==> src/include/exec_consts.svh <==
`ifndef EXEC_CONSTS_SVH
`define EXEC_CONSTS_SVH

// integer datapath width
`define XLEN_W 32

// register file geometry
`define REG_BITS 5
`define NUM_REGS 32

// one multiply or divide step per cycle
`define MULDIV_STEPS 32

// wide enough to hold MULDIV_STEPS itself
`define STEP_BITS 6

`endif

==> src/logic/exec_pkg.sv <==
`include "exec_consts.svh"

package exec_pkg;

  // opcodes handed in by the requester, already decoded
  typedef enum logic [4:0] {
    OP_ADD,
    OP_SUB,
    OP_SLL,
    OP_SLT,
    OP_SLTU,
    OP_XOR,
    OP_SRL,
    OP_SRA,
    OP_OR,
    OP_AND,
    OP_MUL,
    OP_MULH,
    OP_MULHSU,
    OP_MULHU,
    OP_DIV,
    OP_DIVU,
    OP_REM,
    OP_REMU
  } exec_op_e;

  typedef enum logic [2:0] {
    ST_IDLE,
    ST_EXEC,
    ST_MULDIV,
    ST_WRITE,
    ST_ACK
  } seq_state_e;

  // one operation as seen on op_i
  typedef struct packed {
    exec_op_e             op;
    logic [`REG_BITS-1:0] rd;
    logic [`REG_BITS-1:0] rs1;
    logic [`REG_BITS-1:0] rs2;
    logic                 use_imm;
    logic [`XLEN_W-1:0]   imm;
  } exec_op_t;

  typedef struct packed {
    logic [`REG_BITS-1:0] rd;
    logic [`XLEN_W-1:0]   data;
  } exec_result_t;

endpackage

==> src/logic/exec_sequencer.sv <==
`timescale 1ns/1ps
`include "exec_consts.svh"

module exec_sequencer (
  input  logic                   clk_i,
  input  logic                   reset_i,
  input  logic                   req_i,
  input  exec_pkg::exec_op_t     op_i,
  input  logic [`XLEN_W-1:0]     alu_result_i,
  input  logic [`XLEN_W-1:0]     muldiv_result_i,
  input  logic                   last_step_i,
  output logic                   muldiv_start_o,
  output logic                   count_en_o,
  output logic                   wr_en_o,
  output exec_pkg::exec_result_t wr_o,
  output logic                   ack_o,
  output exec_pkg::exec_result_t result_o
);

  exec_pkg::seq_state_e   state_q;
  exec_pkg::seq_state_e   state_d;
  exec_pkg::exec_op_t     op_q;
  exec_pkg::exec_result_t res_q;
  logic                   ack_q;
  logic                   steps_done_q;
  logic                   is_muldiv;

  always_comb begin
    case (op_q.op)
      exec_pkg::OP_MUL, exec_pkg::OP_MULH, exec_pkg::OP_MULHSU, exec_pkg::OP_MULHU,
      exec_pkg::OP_DIV, exec_pkg::OP_DIVU, exec_pkg::OP_REM, exec_pkg::OP_REMU: begin
        is_muldiv = 1'b1;
      end
      default: begin
        is_muldiv = 1'b0;
      end
    endcase
  end

  ////////////////////////////////////////////////////////////////////////////
  // handshake FSM
  ////////////////////////////////////////////////////////////////////////////

  always_comb begin
    state_d = state_q;
    case (state_q)
      exec_pkg::ST_IDLE: begin
        if (req_i) begin
          state_d = exec_pkg::ST_EXEC;
        end
      end
      exec_pkg::ST_EXEC: begin
        state_d = is_muldiv ? exec_pkg::ST_MULDIV : exec_pkg::ST_WRITE;
      end
      exec_pkg::ST_MULDIV: begin
        // one extra cycle after the last step to capture the result
        if (steps_done_q) begin
          state_d = exec_pkg::ST_WRITE;
        end
      end
      exec_pkg::ST_WRITE: begin
        state_d = exec_pkg::ST_ACK;
      end
      exec_pkg::ST_ACK: begin
        if (!req_i) begin
          state_d = exec_pkg::ST_IDLE;
        end
      end
      default: begin
        state_d = exec_pkg::ST_IDLE;
      end
    endcase
  end

  always_ff @(posedge clk_i) begin
    if (reset_i) begin
      state_q      <= exec_pkg::ST_IDLE;
      ack_q        <= 1'b0;
      steps_done_q <= 1'b0;
    end else begin
      state_q      <= state_d;
      steps_done_q <= count_en_o & last_step_i;
      if (state_q == exec_pkg::ST_WRITE) begin
        ack_q <= 1'b1;
      end else if (state_q == exec_pkg::ST_ACK && !req_i) begin
        ack_q <= 1'b0;
      end
    end
  end

  // operation and result payload
  always_ff @(posedge clk_i) begin
    if (state_q == exec_pkg::ST_IDLE && req_i) begin
      op_q <= op_i;
    end
    if (state_q == exec_pkg::ST_EXEC) begin
      res_q.rd   <= op_q.rd;
      res_q.data <= alu_result_i;
    end else if (state_q == exec_pkg::ST_MULDIV && steps_done_q) begin
      res_q.data <= muldiv_result_i;
    end
  end

  assign muldiv_start_o = (state_q == exec_pkg::ST_EXEC) && is_muldiv;
  assign count_en_o     = (state_q == exec_pkg::ST_MULDIV) && !steps_done_q;
  assign wr_en_o        = (state_q == exec_pkg::ST_WRITE);
  assign wr_o           = res_q;
  assign result_o       = res_q;
  assign ack_o          = ack_q;

  // requester must drop req before the ack may go away
  assert property (@(posedge clk_i) disable iff (reset_i)
    (ack_q && req_i) |=> ack_q);

  assert property (@(posedge clk_i) disable iff (reset_i)
    (state_q == exec_pkg::ST_IDLE) |-> !ack_q);

endmodule

==> src/logic/exec_top.sv <==
`timescale 1ns/1ps
`include "exec_consts.svh"

module exec_top (
  input  logic                   clk_i,
  input  logic                   reset_i,
  input  logic                   req_i,
  input  exec_pkg::exec_op_t     op_i,
  output logic                   ack_o,
  output exec_pkg::exec_result_t result_o
);

  logic [`XLEN_W-1:0]     rs1_data;
  logic [`XLEN_W-1:0]     rs2_data;
  logic [`XLEN_W-1:0]     operand_b;
  logic [`XLEN_W-1:0]     alu_result;
  logic [`XLEN_W-1:0]     muldiv_result;
  logic                   muldiv_start;
  logic                   count_en;
  logic                   last_step;
  logic                   wr_en;
  exec_pkg::exec_result_t wr;

  // op_i is held for the whole exchange so operands come straight from it
  assign operand_b = op_i.use_imm ? op_i.imm : rs2_data;

  exec_sequencer u_sequencer (
    .clk_i           (clk_i),
    .reset_i         (reset_i),
    .req_i           (req_i),
    .op_i            (op_i),
    .alu_result_i    (alu_result),
    .muldiv_result_i (muldiv_result),
    .last_step_i     (last_step),
    .muldiv_start_o  (muldiv_start),
    .count_en_o      (count_en),
    .wr_en_o         (wr_en),
    .wr_o            (wr),
    .ack_o           (ack_o),
    .result_o        (result_o)
  );

  // counter restarts together with the datapath
  muldiv_step_counter u_step_counter (
    .clk_i       (clk_i),
    .reset_i     (reset_i),
    .load_i      (muldiv_start),
    .en_i        (count_en),
    .last_step_o (last_step)
  );

  reg_file u_reg_file (
    .clk_i      (clk_i),
    .reset_i    (reset_i),
    .rs1_addr_i (op_i.rs1),
    .rs2_addr_i (op_i.rs2),
    .rs1_o      (rs1_data),
    .rs2_o      (rs2_data),
    .wr_en_i    (wr_en),
    .wr_i       (wr)
  );

  int_alu u_alu (
    .op_i     (op_i.op),
    .a_i      (rs1_data),
    .b_i      (operand_b),
    .result_o (alu_result)
  );

  // M extension always works on two registers
  muldiv_datapath u_muldiv (
    .clk_i    (clk_i),
    .reset_i  (reset_i),
    .start_i  (muldiv_start),
    .step_i   (count_en),
    .op_i     (op_i.op),
    .a_i      (rs1_data),
    .b_i      (rs2_data),
    .result_o (muldiv_result)
  );

endmodule

==> src/logic/int_alu.sv <==
`timescale 1ns/1ps
`include "exec_consts.svh"

module int_alu (
  input  exec_pkg::exec_op_e   op_i,
  input  logic [`XLEN_W-1:0]   a_i,
  input  logic [`XLEN_W-1:0]   b_i,
  output logic [`XLEN_W-1:0]   result_o
);

  logic [4:0] shamt;
  logic       lt_signed;
  logic       lt_unsigned;

  assign shamt       = b_i[4:0];
  assign lt_signed   = $signed(a_i) < $signed(b_i);
  assign lt_unsigned = a_i < b_i;

  always_comb begin
    case (op_i)
      exec_pkg::OP_ADD: begin
        result_o = a_i + b_i;
      end
      exec_pkg::OP_SUB: begin
        result_o = a_i - b_i;
      end
      exec_pkg::OP_SLL: begin
        result_o = a_i << shamt;
      end
      // compares give 0 or 1
      exec_pkg::OP_SLT: begin
        result_o = {{(`XLEN_W-1){1'b0}}, lt_signed};
      end
      exec_pkg::OP_SLTU: begin
        result_o = {{(`XLEN_W-1){1'b0}}, lt_unsigned};
      end
      exec_pkg::OP_XOR: begin
        result_o = a_i ^ b_i;
      end
      exec_pkg::OP_SRL: begin
        result_o = a_i >> shamt;
      end
      exec_pkg::OP_SRA: begin
        result_o = $unsigned($signed(a_i) >>> shamt);
      end
      exec_pkg::OP_OR: begin
        result_o = a_i | b_i;
      end
      exec_pkg::OP_AND: begin
        result_o = a_i & b_i;
      end
      default: begin
        result_o = '0;
      end
    endcase
  end

endmodule

==> src/logic/muldiv_datapath.sv <==
`timescale 1ns/1ps
`include "exec_consts.svh"

module muldiv_datapath (
  input  logic                 clk_i,
  input  logic                 reset_i,
  input  logic                 start_i,
  input  logic                 step_i,
  input  exec_pkg::exec_op_e   op_i,
  input  logic [`XLEN_W-1:0]   a_i,
  input  logic [`XLEN_W-1:0]   b_i,
  output logic [`XLEN_W-1:0]   result_o
);

  localparam int W = `XLEN_W;

  exec_pkg::exec_op_e op_q;
  logic               a_neg_q;
  logic               b_neg_q;
  logic               b_zero_q;
  logic [W-1:0]       hi_q;
  logic [W-1:0]       lo_q;
  logic [W-1:0]       b_mag_q;

  logic               a_signed;
  logic               b_signed;
  logic               a_neg;
  logic               b_neg;
  logic [W-1:0]       a_mag;
  logic [W-1:0]       b_mag;
  logic               is_div;
  logic [W:0]         add_sum;
  logic [W:0]         shifted;
  logic [W+1:0]       diff;
  logic [2*W-1:0]     product;
  logic [2*W-1:0]     prod_fix;
  logic [W-1:0]       quot_fix;
  logic [W-1:0]       rem_fix;

  ////////////////////////////////////////////////////////////////////////////
  // operand setup
  ////////////////////////////////////////////////////////////////////////////

  // MUL low word is the same either way so it runs unsigned
  always_comb begin
    case (op_i)
      exec_pkg::OP_MULH, exec_pkg::OP_DIV, exec_pkg::OP_REM: begin
        a_signed = 1'b1;
        b_signed = 1'b1;
      end
      exec_pkg::OP_MULHSU: begin
        a_signed = 1'b1;
        b_signed = 1'b0;
      end
      default: begin
        a_signed = 1'b0;
        b_signed = 1'b0;
      end
    endcase
  end

  assign a_neg = a_signed & a_i[W-1];
  assign b_neg = b_signed & b_i[W-1];
  assign a_mag = a_neg ? -a_i : a_i;
  assign b_mag = b_neg ? -b_i : b_i;

  assign is_div = (op_q == exec_pkg::OP_DIV) || (op_q == exec_pkg::OP_DIVU) ||
                  (op_q == exec_pkg::OP_REM) || (op_q == exec_pkg::OP_REMU);

  ////////////////////////////////////////////////////////////////////////////
  // iteration
  ////////////////////////////////////////////////////////////////////////////

  // shift-add: multiplier sits in lo_q and drains out the bottom
  assign add_sum = {1'b0, hi_q} + (lo_q[0] ? {1'b0, b_mag_q} : '0);

  // restoring divide: remainder in hi_q and quotient bits enter lo_q
  assign shifted = {hi_q, lo_q[W-1]};
  assign diff    = {1'b0, shifted} - {2'b00, b_mag_q};

  always_ff @(posedge clk_i) begin
    if (reset_i) begin
      op_q     <= exec_pkg::OP_ADD;
      a_neg_q  <= 1'b0;
      b_neg_q  <= 1'b0;
      b_zero_q <= 1'b0;
    end else if (start_i) begin
      op_q     <= op_i;
      a_neg_q  <= a_neg;
      b_neg_q  <= b_neg;
      b_zero_q <= (b_i == '0);
    end
  end

  always_ff @(posedge clk_i) begin
    if (start_i) begin
      hi_q    <= '0;
      lo_q    <= a_mag;
      b_mag_q <= b_mag;
    end else if (step_i) begin
      if (!is_div) begin
        hi_q <= add_sum[W:1];
        lo_q <= {add_sum[0], lo_q[W-1:1]};
      end else if (diff[W+1]) begin
        hi_q <= shifted[W-1:0];
        lo_q <= {lo_q[W-2:0], 1'b0};
      end else begin
        hi_q <= diff[W-1:0];
        lo_q <= {lo_q[W-2:0], 1'b1};
      end
    end
  end

  // sign fix-up on the magnitudes
  assign product  = {hi_q, lo_q};
  assign prod_fix = (a_neg_q ^ b_neg_q) ? -product : product;
  // x/0 leaves all ones in the quotient, which must not be negated
  assign quot_fix = ((a_neg_q ^ b_neg_q) && !b_zero_q) ? -lo_q : lo_q;
  assign rem_fix  = a_neg_q ? -hi_q : hi_q;

  always_comb begin
    case (op_q)
      exec_pkg::OP_MUL: begin
        result_o = prod_fix[W-1:0];
      end
      exec_pkg::OP_MULH, exec_pkg::OP_MULHSU, exec_pkg::OP_MULHU: begin
        result_o = prod_fix[2*W-1:W];
      end
      exec_pkg::OP_DIV, exec_pkg::OP_DIVU: begin
        result_o = quot_fix;
      end
      exec_pkg::OP_REM, exec_pkg::OP_REMU: begin
        result_o = rem_fix;
      end
      default: begin
        result_o = '0;
      end
    endcase
  end

endmodule

==> src/logic/muldiv_step_counter.sv <==
`timescale 1ns/1ps
`include "exec_consts.svh"

module muldiv_step_counter (
  input  logic clk_i,
  input  logic reset_i,
  input  logic load_i,
  input  logic en_i,
  output logic last_step_o
);

  localparam logic [`STEP_BITS-1:0] MAX_COUNT  = `STEP_BITS'(`MULDIV_STEPS);
  localparam logic [`STEP_BITS-1:0] LAST_COUNT = `STEP_BITS'(`MULDIV_STEPS - 1);

  logic [`STEP_BITS-1:0] count_q;

  // stops at MAX_COUNT instead of wrapping
  always_ff @(posedge clk_i) begin
    if (reset_i || load_i) begin
      count_q <= '0;
    end else if (en_i && count_q < MAX_COUNT) begin
      count_q <= count_q + 1'b1;
    end
  end

  assign last_step_o = (count_q == LAST_COUNT);

  // no step may be requested once all steps have run
  assert property (@(posedge clk_i) disable iff (reset_i)
    en_i |-> (count_q < MAX_COUNT));

endmodule

==> src/logic/reg_file.sv <==
`timescale 1ns/1ps
`include "exec_consts.svh"

module reg_file (
  input  logic                   clk_i,
  input  logic                   reset_i,
  input  logic [`REG_BITS-1:0]   rs1_addr_i,
  input  logic [`REG_BITS-1:0]   rs2_addr_i,
  output logic [`XLEN_W-1:0]     rs1_o,
  output logic [`XLEN_W-1:0]     rs2_o,
  input  logic                   wr_en_i,
  input  exec_pkg::exec_result_t wr_i
);

  logic [`XLEN_W-1:0] regs_q [`NUM_REGS];

  always_ff @(posedge clk_i) begin
    if (reset_i) begin
      for (int i = 0; i < `NUM_REGS; i++) begin
        regs_q[i] <= '0;
      end
    end else if (wr_en_i && wr_i.rd != '0) begin
      // x0 is hard-wired, drop the write
      regs_q[wr_i.rd] <= wr_i.data;
    end
  end

  // asynchronous read ports
  assign rs1_o = regs_q[rs1_addr_i];
  assign rs2_o = regs_q[rs2_addr_i];

  assert property (@(posedge clk_i) disable iff (reset_i)
    regs_q[0] == '0);

endmodule

==> config.mk <==
export PLATFORM = sky130hd
export DESIGN_NAME = exec_top
export DESIGN_NICKNAME = d
export VERILOG_FILES = /design/src/logic/exec_pkg.sv /design/src/logic/exec_sequencer.sv /design/src/logic/exec_top.sv /design/src/logic/int_alu.sv /design/src/logic/muldiv_datapath.sv /design/src/logic/muldiv_step_counter.sv /design/src/logic/reg_file.sv
export VERILOG_INCLUDE_DIRS = /design/src /design/src/include
export SDC_FILE = /design/constraint.sdc
export NUM_CORES = 2
export LEC_CHECK = 0
export BUFFER_PORTS_ARGS = -buffer_cell sky130_fd_sc_hd__buf_2
export CORE_ASPECT_RATIO = 0.6
export CORE_MARGIN = 5
export CORE_UTILIZATION = 50
export CTS_BUF_LIST = sky130_fd_sc_hd__clkbuf_2
export DETAILED_ROUTE_END_ITERATION = 12
export GPL_TIMING_DRIVEN = 0
export HOLD_SLACK_MARGIN = 0.12
export MAX_ROUTING_LAYER = met4
export PLACE_DENSITY = 0.65
export SLEW_MARGIN = 40
export SYNTH_ARGS = -nofsm -noshare
export SYNTH_HDL_FRONTEND = slang
export SYNTH_HIERARCHICAL = 1
export SYNTH_SLANG_ARGS = --single-unit
==> constraint.sdc <==
create_clock -name clk_i -period 9.2 [get_ports clk_i]
set_clock_uncertainty 0.15 [all_clocks]
set_input_delay 1.84 -clock clk_i [delete_from_list [all_inputs] [get_ports clk_i]]
set_output_delay 1.84 -clock clk_i [all_outputs]
set_load 0.1 [all_outputs]
# Word level (Yosys, flattened, before mapping)
# Memory sizes are Yosys's and may differ from the RTL's. A register that Yosys moved wholly into a read port is not among the register bits.
# Index checks and enable logic that the tools add are counted.
[word_totals] register_bits=162 latchBits=0 ram_bits=1024 rom_bits=32 inputBits=56 out_inout_bits=38 elab_cells=133 memories=2
[op_classes] add_sub_neg=10 n_mul=0 n_div=0 n_lt_le_gt_ge=3 n_eq_ne=29 shifts=3 n_mux=35 bitwise_logic=7 reduce_logical=29
[memory_table] memory="u_reg_file.regs_q" depth=32 width=32 rd=2 rd_ports_with_merged_regs=0 write_ports=32 line_no="reg_file.sv:15" source="logic [`XLEN_W-1:0] regs_q [`NUM_REGS];"
[memory_table] memory="(name not given)" depth=32 width=1 rd=1 rd_ports_with_merged_regs=1 write_ports=0 line_no="exec_sequencer.sv:29" source="case (op_q.op)"
[op_table] op="$mux W32" n=14
[op_table] op="$pmux W32 S10" n=1
[op_table] op="$neg A32 Y32" n=4
[op_table] op="$pmux W32 S4" n=1
[op_table] op="$lt A32 B32 Y1" n=2
[op_table] op="$mux W64" n=1
[op_table] op="$neg A64 Y64" n=1
[op_table] op="$eq A5 B4 Y1 const B" n=11
[op_table] op="$sub A33 B32 Y34" n=1
[op_table] op="$add A32 B33 Y33" n=1
[op_table] op="$add A32 B32 Y32" n=1
[op_table] op="$and A32 B32 Y32" n=1
[op_table] op="$logic_not A32 Y1" n=1
[op_table] op="$or A32 B32 Y32" n=1
[op_table] op="$reduce_or A32 Y1" n=1
[op_table] op="$shl A32 B5 Y32" n=1
[op_table] op="$shr A32 B5 Y32" n=1
[op_table] op="$sshr A32 B5 Y32" n=1
[op_table] op="$sub A32 B32 Y32" n=1
[op_table] op="$xor A32 B32 Y32" n=1
[op_table] op="$eq A5 B3 Y1 const B" n=4
[op_table] op="$eq A5 B5 Y1 const B" n=3
[op_table] op="$pmux W3 S5" n=1
[op_table] op="$mux W1" n=12
[op_table] op="other kinds (25)" n=49

# Depth between registers and ports, before layout
[logic_depth] word_depth=7 ltp_mapped=26 mapped_depth_nobuf=19

# Cells and area by module
# Netlist, hierarchy kept.
[modules_own_cells] mod="reg_file" n_inst=1 cells_per_inst=4605 area_each_um2=55896.1 seq_area_each_um2=30749.5
[modules_own_cells] mod="muldiv_datapath" n_inst=1 cells_per_inst=1631 area_each_um2=12124.1 seq_area_each_um2=2722.6
[modules_own_cells] mod="int_alu" n_inst=1 cells_per_inst=1335 area_each_um2=9112.5 seq_area_each_um2=0.0
[modules_own_cells] mod="exec_sequencer" n_inst=1 cells_per_inst=157 area_each_um2=2573.7 seq_area_each_um2=1501.4
[modules_own_cells] mod="exec_top" n_inst=1 cells_per_inst=36 area_each_um2=544.3 seq_area_each_um2=0.0
[modules_own_cells] mod="muldiv_step_counter" n_inst=1 cells_per_inst=30 area_each_um2=285.3 seq_area_each_um2=120.1

# Least setup slack after synthesis
# No wires, ideal clock.
[synth_path] path_type="input to register" startpoint="input op_i[34] (netlist bit)" endpoint="register u_sequencer.res_q, in the netlist u_sequencer/result_o[31], data pin" setup_ns=0.260 t_arrival_ns=7.116 t_required_ns=8.790 path_slack_ns=1.674 cell_stages=25 n_path_buf=9 cell_sequence="buf_2 > buf_4 > buf_2 > buf_4 > mux2i_1 > nand2_1 > nand3_1 > nand3_1 > mux2_4 > buf_2 > clkinv_1 > buf_2 > clkbuf_1 > buf_2 > ha_1 > buf_6 > or4_4 > a31o_4 > a211oi_4 > o311ai_2 > a21oi_4 > a32oi_1 > mux2i_1 > or3_1 > mux2_2"
[synth_via] elab_chain_len=5 word_cells_on_any_way=12 cone_classes="add/sub: 2; shift: 3; mux: 3; bitwise: 3; memory: 1"
[synth_rtl] element="start, declared" line_no="exec_top.sv:8" source="input exec_pkg::exec_op_t op_i,"
[synth_rtl] element="$mem_v2 Z32 W32 *"
[synth_rtl] element="via rs2_data[2]" line_no="exec_top.sv:14" source="logic [`XLEN_W-1:0] rs2_data;"
[synth_rtl] element="$mux W32 *" line_no="exec_top.sv:25" source="assign operand_b = op_i.use_imm ? op_i.imm : rs2_data;"
[synth_rtl] element="via operand_b[2]" line_no="exec_top.sv:15" source="logic [`XLEN_W-1:0] operand_b;"
[synth_rtl] element="$sub A32 B32 Y32 (tied with other cells)" line_no="int_alu.sv:25" source="result_o = a_i - b_i;"
[synth_rtl] element="$pmux W32 S10 *" line_no="int_alu.sv:20" source="case (op_i)"
[synth_rtl] element="via alu_result[31]" line_no="exec_top.sv:16" source="logic [`XLEN_W-1:0] alu_result;"
[synth_rtl] element="$mux W32 *" line_no="exec_sequencer.sv:96" source="if (state_q == exec_pkg::ST_EXEC) begin"
[synth_rtl] element="end, declared" line_no="exec_sequencer.sv:23" source="exec_pkg::exec_result_t res_q;"
# The timed path passes the listed nets; every way through them passes the cells marked *.
# A chain may end at the register's enable or synchronous reset.

# Final worst setup path
[layout_path] startpoint="input op_i[34] (netlist bit)" endpoint="register u_sequencer.res_q, in the netlist u_sequencer/result_o[22], data pin"
# Same word-level chain as after synthesis.

==> run metrics <==
Worst Path Arrival=between 10 and 15 ns; IO buf count=90; setup bufs post-CTS=0; H-tree levels=5; CTS clk-pin slew, worst paths=roughly 0.10 ns; final WL=~380 mm; Unique masters post-synth=approximately 130; post-cts sizing count=0; via count of the first global-routing pass=between 60k and 70k; Syn Inst Count=just under 8k; critical path, cell by cell=buf_2, buf_2, buf_2, mux2i_1, a22oi_1, a31oi_1, nand3_1, mux2_4, clkinv_1, clkbuf_1, buf_1, ha_1, inv_1, a21oi_1, o31ai_2, o211ai_1, a2111oi_2, o21ai_0, a211oi_1, o211ai_1, nand3b_1, mux2_4; post-synthesis register bit count=approximately 1.2k; number of synthesized flops with an enable pin=1134; Final Core Density=0.5426; Hold Vio Cnt, Final=0; RSZ-0062 raised after global routing=no; DRC=0; CTS Buf Count=just under 300; synthesized cell area=slightly above 0.08 mm²; initial antenna violation count=30; Max Cap Violations=0; crit path time final=roughly 9.4 ns; Starting Density=0.5014; DP HPWL=between 200 and 300 mm; overall global routing resource usage=0.4427; f_max=roughly 0.11 GHz; worst setup path class=primary input to flip-flop; layout cell share with drive strength beyond 1=0.1428; via count=72.40k; Nets=roughly 8.5k; overflow left after global routing=0; Lkg Pwr=35.62 nW; die area=between 0.15 and 0.2 mm²; final hold slack=0.2783 ns; worst-path fanout max=11; Final Power=roughly 17 mW; CTS Hold Bufs=0; Register-to-Register Setup Slack=about 1.1 ns; WL per Instance=around 36 µm; most common cell after layout, fill and taps aside=edfxtp_1; post-synthesis sequential area ratio=0.4358; delay-heaviest family, CP=buffers and inverters; ys flop type=edfxtp_1; Placer Congestion=between 1 and 1.5; Top Ports=94; global-route wire length before repair=around 510 mm; slowest cell delay on critical path=just over 0.8 ns; Via density=roughly 6.8; Slew headroom=0.2808; post-route cell area=0.08715 mm²; largest net degree at the start of global routing=37; syn avg cell area=10.33 µm²; antenna viol nets, final=0; Yosys warning count=6; First DRT Iteration DRCs=around 13k; die boundary width=528.1 µm; Root Buffer=clkbuf_2; CP endpoint kind=flip-flop; Worst Path Buf+Inv=7; Clock Path Buffers=4; DP Area=about 0.084 mm²; Std-Cell Rows=between 100 and 150; CTS Sinks=roughly 1.2k; commonest cells after routing, fill and taps aside=edfxtp_1 (1134), mux2i_1 (1098), and2_1 (1008); Slew @ Worst Pin=roughly 1.1 ns; Critical Path RT=approximately 10 ns; Final setup viols=5; CTS tree=yes; status=finished with violations; Max VDD drop=0.0001260 V; Slowest cell on crit path=o21ai_0; PnR worst setup slack=-0.1830 ns; Cell Pwr Density=around 190 mW/mm²; area of the core=between 0.15 and 0.2 mm²; Layout area overhead=8.217%; critical path launch point type=primary input; First-pass DRT Iterations=8; Post-synth ARST share=0; most frequent CP cell=buf_2; fin crit share=1.020; failing checks=negative setup slack; die height=around 320 µm; clock latency on the worst-skew pair=roughly 1.6 ns; Worst Hold Class=flip-flop to flip-flop; setup_tns=-0.4257 ns; max-slew violations=0
==> cell families after synthesis <==
logic type               count (synthesis)  synth area share
adder cells (fa/ha/maj)                172           0.02709
multiplexers                          1216            0.1611
XOR/XNOR                               156           0.01697
AO/OA/AOI/OAI                         1613            0.1343
AND/OR/NAND/NOR                       2572            0.1713
flip-flops                            1186            0.4358
buffers and inverters                  878           0.05344
other                                    1        0.00004656
==> path summary, 6_finish.rpt <==
| kind | start | end | cells past startpoint |
|---|---|---|---|
| worst min-delay path | u_sequencer/op_q[45] | u_sequencer/result_o[34] | 0 |
| worst max-delay path | op_i[34] | u_sequencer/result_o[22] | 22 |
| worst max register to register | u_reg_file/regs_q[0][2] | u_sequencer/result_o[22] | 23 |
| worst min register to register | u_sequencer/op_q[45] | u_sequencer/result_o[34] | 0 |
==> metal layers <==
layer | global-route usage | share of wire
met1 | 0.6476 | 0.42
met4 | 0.1379 | 0.035
met3 | 0.2239 | 0.19
met2 | 0.5125 | 0.35
met5 | - | 0
==> cells in the mapped netlist (all sizes together), types with 10 or more instances <==
cell    number  area share
a211o       18      0.0020
a211oi      51      0.0049
a21o        60      0.0056
a21oi      443       0.028
a221oi      23      0.0025
a22o       141       0.015
a22oi      208       0.019
a311oi      10      0.0011
a31oi      100      0.0078
a32o        12      0.0015
and2      1012       0.079
and3        28      0.0022
buf        324       0.026
clkbuf     381       0.019
dfxtp       52       0.013
edfxtp    1134        0.42
ha         168       0.026
inv        164      0.0076
mux2        77       0.013
mux2i     1100        0.14
mux4        39       0.011
nand2      519       0.024
nand2b      34      0.0027
nand3      247       0.015
nand3b      14      0.0015
nand4       17      0.0013
nor2       331       0.017
nor2b       27      0.0022
nor3       165       0.010
nor4        39      0.0035
o211ai      69      0.0065
o21a        28      0.0026
o21ai      241       0.015
o21bai      14      0.0013
o221ai      21      0.0023
o22ai       26      0.0020
o311ai      15      0.0017
o31ai       38      0.0037
o41ai       12      0.0014
or2         43      0.0033
or3         42      0.0033
or4         19      0.0020
xnor2      107       0.012
xor2        49      0.0053
==> power breakdown <==
group          leakage, nW  internal [mW]  switching [mW]  total, mW
clock network         1.99           1.39            2.40       3.79
registers             12.0           6.26           0.418       6.68
logic                 21.6           1.85            4.40       6.25
total                 35.6           9.50            7.22       16.7
==> final cells by class <==
| class | count | area, µm² |
|---|---|---|
| clock inverters | 88 | 513.0 |
| fillers | 14620 | 73460 |
| flip-flops and latches | 1186 | 35090 |
| multi-input cells | 5761 | 41690 |
| diodes | 17 | 42.54 |
| clock buffers | 421 | 2107 |
| repair buffers | 114 | 674.4 |
| well taps | 2146 | 2685 |
| plain buffers | 707 | 3702 |
| inverters | 171 | 641.9 |
==> per-stage QoR <==
| stage | std cells | setup slack, ns |
|---|---|---|
| after floorplan | 7825 | 1.674 |
| after global placement | 10060 | -2.887 |
| after detailed placement | 10080 | -1.058 |
| after CTS | 10590 | 0.5201 |
| after global routing | 10600 | 0.1865 |
| final | 10610 | -0.1830 |
==> registers in the layout (all words and copies together), names as in the netlist <==
name / count
u_reg_file/regs_q: 1024
u_sequencer/result_o: 37
u_muldiv/b_mag_q: 32
u_muldiv/hi_q: 32
u_muldiv/lo_q: 32
u_sequencer/op_q: 9
u_step_counter/count_q: 6
u_muldiv/op_q: 5
u_sequencer/state_q: 3
u_muldiv/a_neg_q: 1
u_muldiv/b_neg_q: 1
u_muldiv/b_zero_q: 1
u_sequencer/ack_o: 1
u_sequencer/is_muldiv: 1
u_sequencer/steps_done_q: 1
==> worst register-to-register path: cells and delay by family, from the launching register on <==
kind                     cells  cell delay, ns
AO/OA/AOI/OAI               10            3.03
adder cells (fa/ha/maj)      1            0.36
buffers and inverters        6            1.99
flip-flops                   1            0.38
multiplexers                 3            0.71
AND/OR/NAND/NOR              3            1.17
(Power assumes the default switching activity.)
